## src/common/realign_defines.svh

```systemverilog
// ----------------------------------------------------------------------
// widths shared by the instruction re-aligner and its packages
// include this before any package or module that sizes fetch signals
// ----------------------------------------------------------------------
`ifndef REALIGN_DEFINES_SVH
`define REALIGN_DEFINES_SVH

// ----------------------------------------------------------------------
// address and data widths
// ----------------------------------------------------------------------

// virtual address width of the fetch stage
`define RA_VLEN 32

// one fetch word as delivered by the instruction cache
`define RA_FETCH_WIDTH 32

// ----------------------------------------------------------------------
// parcel geometry
// ----------------------------------------------------------------------

// a parcel is the 16-bit unit of the compressed extension
`define RA_PARCEL_WIDTH 16

// a 32-bit word carries two parcels and so at most two instructions
`define RA_INSTR_PER_FETCH 2

`endif

```

## src/common/fetch_pkg.sv

```systemverilog
// ----------------------------------------------------------------------
// types for the incoming fetch word and the classification of its parcels
// ----------------------------------------------------------------------
`include "realign_defines.svh"

package fetch_pkg;

    // ------------------------------------------------------------------
    // raw fetch word
    // ------------------------------------------------------------------

    // valid strobe, fetch address and data as they arrive from the cache
    typedef struct packed {
        logic                         valid;
        logic [`RA_VLEN-1:0]          addr;
        logic [`RA_FETCH_WIDTH-1:0]   data;
    } fetch_word_t;

    // ------------------------------------------------------------------
    // classified parcels
    // ------------------------------------------------------------------

    // one compressed bit per parcel, the halfword start flag and the
    // two slot addresses derived from the fetch address
    typedef struct packed {
        logic [`RA_INSTR_PER_FETCH-1:0] compressed;
        logic                           mid_entry;
        logic [`RA_VLEN-1:0]            base_addr;
        logic [`RA_VLEN-1:0]            upper_addr;
    } parcel_info_t;

endpackage

```

## src/common/instr_pkg.sv

```systemverilog
// ----------------------------------------------------------------------
// types for the emitted instruction slots and the held upper parcel
// ----------------------------------------------------------------------
`include "realign_defines.svh"

package instr_pkg;

    // an emitted instruction is always 32 bits, compressed ones are
    // zero-extended into it
    localparam int unsigned INSTR_WIDTH = 32;

    // ------------------------------------------------------------------
    // output slot
    // ------------------------------------------------------------------

    typedef struct packed {
        logic                     valid;
        logic [`RA_VLEN-1:0]      addr;
        logic [INSTR_WIDTH-1:0]   instr;
    } instr_slot_t;

    // ------------------------------------------------------------------
    // held parcel of a straddling instruction
    // ------------------------------------------------------------------

    // pending says the parcel waits for its upper half, load says the
    // state is taken over at the next edge
    typedef struct packed {
        logic                         pending;
        logic                         load;
        logic [`RA_PARCEL_WIDTH-1:0]  parcel;
        logic [`RA_VLEN-1:0]          addr;
    } carry_t;

endpackage

```

## src/design/instr_realign.sv

```systemverilog
// ----------------------------------------------------------------------
// instruction re-aligner of the fetch stage, turns 32-bit fetch words
// into up to two aligned instructions with zero cycles of latency
// ----------------------------------------------------------------------
`timescale 1ns/100ps
`include "realign_defines.svh"

module instr_realign (
    input  logic                                                clk_i,
    input  logic                                                rst_ni,
    input  logic                                                flush_i,
    input  logic                                                valid_i,
    input  logic [`RA_VLEN-1:0]                                 address_i,
    input  logic [`RA_FETCH_WIDTH-1:0]                          data_i,
    // slot 0 completes an instruction held from the last word
    output logic                                                serving_unaligned_o,
    output instr_pkg::instr_slot_t [`RA_INSTR_PER_FETCH-1:0]    slots_o
);

    fetch_pkg::fetch_word_t  fetch;
    fetch_pkg::parcel_info_t info;
    instr_pkg::carry_t       held;
    instr_pkg::carry_t       carry_next;

    assign fetch = '{valid: valid_i, addr: address_i, data: data_i};

    fetch_decode u_fetch_decode (
        .fetch_i (fetch),
        .info_o  (info)
    );

    carry_store u_carry_store (
        .clk_i        (clk_i),
        .rst_ni       (rst_ni),
        .flush_i      (flush_i),
        .carry_next_i (carry_next),
        .held_o       (held)
    );

    slot_combine u_slot_combine (
        .fetch_i      (fetch),
        .info_i       (info),
        .held_i       (held),
        .slots_o      (slots_o),
        .carry_next_o (carry_next)
    );

    assign serving_unaligned_o = held.pending;

endmodule

```

## src/instr_realign/carry_store.sv

```systemverilog
// ----------------------------------------------------------------------
// state of the re-aligner, holds the lower half of a straddling
// 32-bit instruction until the next fetch word delivers the rest
// ----------------------------------------------------------------------
`timescale 1ns/100ps
`include "realign_defines.svh"

module carry_store (
    input  logic              clk_i,
    input  logic              rst_ni,
    input  logic              flush_i,
    input  instr_pkg::carry_t carry_next_i,
    output instr_pkg::carry_t held_o
);

    logic                        pending_q;
    logic [`RA_PARCEL_WIDTH-1:0] parcel_q;
    logic [`RA_VLEN-1:0]         addr_q;

    // ------------------------------------------------------------------
    // control flags
    // ------------------------------------------------------------------

    // a flush throws away whatever parcel is waiting, it wins over load
    always_ff @(posedge clk_i or negedge rst_ni) begin
        if (!rst_ni) begin
            pending_q <= 1'b0;
        end else begin
            if (flush_i) begin
                pending_q <= 1'b0;
            end else if (carry_next_i.load) begin
                pending_q <= carry_next_i.pending;
            end
        end
    end

    // ------------------------------------------------------------------
    // payload
    // ------------------------------------------------------------------

    // parcel and address only matter while pending is set
    always_ff @(posedge clk_i) begin
        if (carry_next_i.load) begin
            parcel_q <= carry_next_i.parcel;
            addr_q   <= carry_next_i.addr;
        end
    end

    // the held copy never asks for a load of its own
    assign held_o = '{pending: pending_q, load: 1'b0, parcel: parcel_q, addr: addr_q};

endmodule

```

## src/instr_realign/fetch_decode.sv

```systemverilog
// ----------------------------------------------------------------------
// parcel classifier of the re-aligner, purely combinational
// tags compressed parcels and derives the slot addresses of a fetch word
// ----------------------------------------------------------------------
`timescale 1ns/100ps
`include "realign_defines.svh"

module fetch_decode (
    input  fetch_pkg::fetch_word_t  fetch_i,
    output fetch_pkg::parcel_info_t info_o
);

    // ------------------------------------------------------------------
    // compressed detection
    // ------------------------------------------------------------------

    // a parcel starts a 32-bit instruction only when both low bits are 1
    // and anything else belongs to the compressed set
    logic [`RA_INSTR_PER_FETCH-1:0] is_compressed;

    for (genvar i = 0; i < `RA_INSTR_PER_FETCH; i++) begin : gen_parcel
        assign is_compressed[i] = ~&fetch_i.data[i*`RA_PARCEL_WIDTH +: 2];
    end

    // ------------------------------------------------------------------
    // address forming
    // ------------------------------------------------------------------

    logic [`RA_VLEN-1:0] word_addr;

    // the cache hands out word-aligned blocks so the low two bits are
    // dropped to get the block base
    assign word_addr = {fetch_i.addr[`RA_VLEN-1:2], 2'b00};

    always_comb begin
        info_o.compressed = is_compressed;

        // bit 1 set means a jump landed on the upper parcel of the word
        info_o.mid_entry  = fetch_i.addr[1];

        info_o.base_addr  = word_addr;

        // the upper parcel sits one halfword above the base
        info_o.upper_addr = {word_addr[`RA_VLEN-1:2], 2'b10};
    end

endmodule

```

## src/instr_realign/slot_combine.sv

```systemverilog
// ----------------------------------------------------------------------
// slot logic of the re-aligner, merges the held parcel with the new
// fetch word into up to two instructions and picks the next held state
// ----------------------------------------------------------------------
`timescale 1ns/100ps
`include "realign_defines.svh"

module slot_combine (
    input  fetch_pkg::fetch_word_t                              fetch_i,
    input  fetch_pkg::parcel_info_t                             info_i,
    input  instr_pkg::carry_t                                   held_i,
    output instr_pkg::instr_slot_t [`RA_INSTR_PER_FETCH-1:0]    slots_o,
    output instr_pkg::carry_t                                   carry_next_o
);

    localparam int unsigned PadWidth = instr_pkg::INSTR_WIDTH - `RA_PARCEL_WIDTH;

    logic [`RA_PARCEL_WIDTH-1:0] p0;
    logic [`RA_PARCEL_WIDTH-1:0] p1;

    assign p0 = fetch_i.data[`RA_PARCEL_WIDTH-1:0];
    assign p1 = fetch_i.data[2*`RA_PARCEL_WIDTH-1:`RA_PARCEL_WIDTH];

    always_comb begin
        // ----------------------------------------------------------------
        // defaults
        // ----------------------------------------------------------------

        // state only moves on a valid fetch
        carry_next_o.load    = fetch_i.valid;
        carry_next_o.pending = held_i.pending;
        carry_next_o.parcel  = p1;
        carry_next_o.addr    = info_i.upper_addr;

        // slot 0 either completes the held instruction or takes the word
        slots_o[0].valid = fetch_i.valid;
        if (held_i.pending) begin
            slots_o[0].instr = {p0, held_i.parcel};
            slots_o[0].addr  = held_i.addr;
        end else begin
            slots_o[0].instr = fetch_i.data;
            slots_o[0].addr  = fetch_i.addr;
        end

        slots_o[1].valid = 1'b0;
        slots_o[1].instr = '0;
        slots_o[1].addr  = info_i.upper_addr;

        // ----------------------------------------------------------------
        // upper parcel
        // ----------------------------------------------------------------

        // once the lower parcel is used up by slot 0 the upper parcel
        // starts a new instruction of its own
        if (info_i.compressed[0] || held_i.pending) begin
            if (info_i.compressed[1]) begin
                // whole compressed instruction, nothing left over
                carry_next_o.pending = 1'b0;
                slots_o[1].valid     = fetch_i.valid;
                if (fetch_i.valid) begin
                    slots_o[1].instr = {{PadWidth{1'b0}}, p1};
                end
            end else begin
                // lower half of a 32-bit instruction, wait for the rest
                carry_next_o.pending = 1'b1;
            end
        end

        // ----------------------------------------------------------------
        // halfword entry
        // ----------------------------------------------------------------

        // a jump into the middle of the word only leaves the upper parcel
        if (fetch_i.valid && info_i.mid_entry) begin
            if (!info_i.compressed[0]) begin
                // half an instruction, nothing can go out this cycle
                slots_o[0].valid     = 1'b0;
                slots_o[1].valid     = 1'b0;
                slots_o[1].instr     = '0;
                carry_next_o.pending = 1'b1;
                carry_next_o.parcel  = p0;
            end else begin
                slots_o[1].valid = 1'b0;
                slots_o[1].instr = '0;
            end
        end
    end

endmodule

```

## config.mk

```make
export PLATFORM = sky130hd
export DESIGN_NAME = instr_realign
export DESIGN_NICKNAME = d
export VERILOG_FILES = /design/src/common/fetch_pkg.sv /design/src/common/instr_pkg.sv /design/src/design/instr_realign.sv /design/src/instr_realign/carry_store.sv /design/src/instr_realign/fetch_decode.sv /design/src/instr_realign/slot_combine.sv
export VERILOG_INCLUDE_DIRS = /design/src /design/src/common
export SDC_FILE = /design/constraint.sdc
export NUM_CORES = 1
export LEC_CHECK = 0
export ABC_AREA = 1
export BUFFER_PORTS_ARGS = -buffer_cell sky130_fd_sc_hd__buf_2
export CORE_AREA = 4 4 103 95
export DETAILED_ROUTE_END_ITERATION = 6
export DIE_AREA = 0 0 107 99
export PLACE_DENSITY = 0.81
export SLEW_MARGIN = 20
export SYNTH_ARGS = -nofsm -noshare
export SYNTH_HDL_FRONTEND = slang
export SYNTH_SLANG_ARGS = --single-unit
export TNS_END_PERCENT = 30
```

## constraint.sdc

```tcl
create_clock -name clk_i -period 1.4 [get_ports clk_i]
set_clock_uncertainty 0.2 [all_clocks]
set_input_delay 0.28 -clock clk_i [delete_from_list [all_inputs] [get_ports clk_i]]
set_output_delay 0.28 -clock clk_i [all_outputs]
set_load 0.01 [all_outputs]
```

==> metrics.md <==
| Metric | Value |
|---|---|
| Layout filler cell count | `761` |
| H-Tree Depth | `2` |
| Syn avg cell area | `7.95 sq um` |
| Area contributors post-synth | `edfxtp_1 47%, nand2_1 22%, buf_4 13%, o21ai_0 4.1%, inv_1 2.7%` |
| Clock Power Share | `0.220` |
| Seq/Total Area, Yosys | `0.482` |
| Post-synth top area cell | `edfxtp_1` |
| Placer Congestion | `0.739` |
| Maxcap violations | `0` |
| CP endpoint kind | `primary output` |
| Post-DRT Antenna Nets | `0` |
| Number of global-route vias before repair | `2886` |
| Synthesis-stage register bit count | `47` |
| Reg2Reg Setup Slack | `0.11 ns` |
| Slowest-stage cell, CP | `dfrtp_2` |
| Die footprint | `0.0106 sq mm` |
| WP data required | `0.92 ns` |
| Final critical-path required period | `1.89 ns` |
| I/O Buffers | `180` |
| # rows | `32` |
| Max FO, Critical Path | `8` |
| Max Root-Sink Buffers | `2` |
| Outcome | `finished, violations left` |
| Clock sinks | `47` |
| Top cells by count, synth | `172 x nand2_1, 49 x buf_4, 46 x edfxtp_1` |
| Synth cell types | `23` |
| Post-route clock period utilization | `1.35` |
| Most common cell in the synthesized netlist | `nand2_1` |
| Mapped cell area | `0.00292 sq mm` |
| Initial antenna violation count | `0` |
| Violated checks | `setup timing` |
| Critical path launch point type | `flip-flop` |
| Final Hold Viols | `0` |
| Worst hold-check path type | `in -> reg` |
| Post-synth EDFFs | `46` |
| PnR worst setup slack | `-0.494 ns` |
| Final WL | `9.84 mm` |
| Initial core utilization | `0.341` |
| Leak pwr | `2.37 nW` |
| Via density | `4.51` |
| RSZ-0062 raised after global routing | `yes` |
| Primary FF master, synth | `edfxtp_1` |
| First-pass GRT wire length | `13.6 mm` |
| CP peak stage delay | `0.41 ns` |
| CP Cell Sequence | `inv_4 > nand3_4 > nand4_4 > buf_16 > nor2_4 > buf_6` |
| Warnings, synthesis | `0` |
| Avg WL per Cell | `14.5 um` |
| Post-synth top area share | `0.473` |
| Reg clk slew, reported paths | `0.09 ns` |
| Die Wd | `107 um` |
| CTS tree | `yes` |
| Sequential share of power | `0.438` |
| Clk Latency, worst-skew pair | `0.30 ns` |
| DRC | `0` |
| Gate count of the mapped netlist | `367` |
| Cell Pwr Density | `810 mW/mm^2` |
| Post-synth ARST share | `0.0213` |
| Layout cells sized above 1 | `0.490` |
| Vias post-DR | `3069` |
| Placed Cells | `629` |
| Post-Layout Cell Count | `680` |
| All-Layer GR Usage | `0.156` |
| Largest net degree at the start of global routing | `32` |
| Internal | `0.00265 W` |
| Critical Path AT | `1.41 ns` |
| Final setup violation count | `82` |
| Peak supply drop | `0.000418 V` |
| Final-stage net count | `628` |
| Clock root buffer | `clkbuf_8` |
| Syn-to-layout area delta | `64.7%` |
| DIE HEIGHT | `99 um` |
| Switching share of power | `0.320` |
| Area after DPL | `0.00379 sq mm` |
| IO Pins | `199` |
| Finished layout cell area | `0.00481 sq mm` |
| Sw Pwr | `0.00125 W` |
| Ant diodes | `0` |
| DP Wirelength | `5.92 mm` |
| Fmax | `528 MHz` |
| First-pass DRT Iterations | `4` |
| Num CTS Buffers | `5` |
| Worst Setup Path Type | `reg -> out` |
| Core footprint | `0.00857 sq mm` |
| Iteration-0 DRC count of the detailed router | `124` |
| Final Core Density | `0.561` |
| Grt ovf | `0` |
| Combinational share of power | `0.342` |
| Final Max Slew Viols | `0` |
## power by group through the flow
| stage | sequential (W) | clock (W) | combinational (W) |
|---|---|---|---|
| finish | 0.00171 | 0.000856 | 0.00133 |
| global route | 0.00172 | 0.000950 | 0.00144 |
| CTS | 0.00171 | 0.000896 | 0.00117 |
| detailed placement | 0.00174 | 0 | 0.000974 |
| global placement | 0.00173 | 0 | 0.000954 |
| floorplan | 0.00173 | 0 | 0.000592 |
## cell type report
class                           instances  area (sq um)  share of cell area
Clock buffer                            5          68.8              0.0143
Clock inverter                          3          25.0             0.00521
Inverter                               22          87.6              0.0182
Multi-Input combinational cell        248          1260               0.263
Sequential cell                        47          1410               0.293
Tap cell                              119           149              0.0310
Timing Repair Buffer                  236          1810               0.376
## stage by stage
step,setup slack (ns),hold WS [ns],power (W),setup TNS [ns]
3_5_place_dp,-0.149,-0.140,0.00271,-7.36
5_1_grt,-0.571,0.00409,0.00410,-40.81
4_1_cts,-0.496,0.00135,0.00377,-35.63
2_1_floorplan,-0.122,-0.216,0.00232,-7.47
6_report,-0.494,0.0226,0.00389,-35.61
3_3_place_gp,-0.0984,-0.134,0.00268,-5.83
## cells by family after synthesis
family                 share of synthesized area
and+or+nand+nor                            0.268
buffers and inverters                      0.185
DFF                                        0.482
AOI/OAI and AO/OA                         0.0622
other                                    0.00257
## placed cells by master (no fill, tap or decap)
cell | Yosys | routed
buf_2 | 6 | 151
nand2_1 | 172 | 147
edfxtp_1 | 46 | 46
dlygate4sd3_1 | 0 | 31
buf_6 | 1 | 30
nand2_2 | 5 | 25
inv_1 | 21 | 19
conb_1 | 2 | 18
nor2_4 | 0 | 16
o21ai_1 | 1 | 13
buf_4 | 49 | 10
o21ai_2 | 5 | 9
o21ai_0 | 24 | 8
nand2_4 | 0 | 5
clkbuf_8 | 0 | 5
buf_16 | 0 | 5
buf_12 | 0 | 5
clkbuf_16 | 0 | 3
inv_4 | 0 | 2
clkinv_4 | 0 | 2
inv_2 | 1 | 1
nor2_1 | 17 | 1
nor2_2 | 1 | 1
nand3_4 | 0 | 1
nand4_4 | 1 | 1
nand3_1 | 1 | 1
o21bai_1 | 1 | 1
a21oi_1 | 1 | 1
clkinvlp_4 | 0 | 1
buf_8 | 1 | 1
dfrtp_2 | 0 | 1
## worst max-delay path: cells and delay by family (launching register included)
family                 cells  cell delay (ns)
buffers and inverters      3             0.38
and+or+nand+nor            3             0.32
DFF                        1             0.41
## worst paths after layout
kind	from	end	depth (start not counted)
max reg2reg	u_carry_store.pending_q	u_carry_store.pending_q	4
max in group asynchronous	rst_ni	u_carry_store.pending_q	2
min reg2reg	u_carry_store.pending_q	u_carry_store.pending_q	6
min	flush_i	u_carry_store.pending_q	3
min in group asynchronous	rst_ni	u_carry_store.pending_q	2
max	u_carry_store.pending_q	slots_o[78]	6
## repair_timing
action,in CTS,in global routing
pin swaps,11,7
gates cloned,4,3
setup buffers,4,1
hold buffers,31,0
endpoints found under the setup margin,83,82
hold endpoints to repair,31,0
resized for setup,38,64
## sequential cells by signal, indices dropped and copies added, names as in the netlist
name,count
u_carry_store.addr_q,30
u_carry_store.parcel_q,16
u_carry_store.pending_q,1
## per-layer routing
metal | global-route usage | wire length [um] | up-vias
met5 | 0 | 0 | -
met2 | 0.293 | 5070 | 152
met3 | 0.0308 | 679 | 12
li1 | - | - | 1472
met4 | 0.0374 | 133 | 0
met1 | 0.182 | 3960 | 1433
Note: power is estimated with default switching activity, not from simulation.
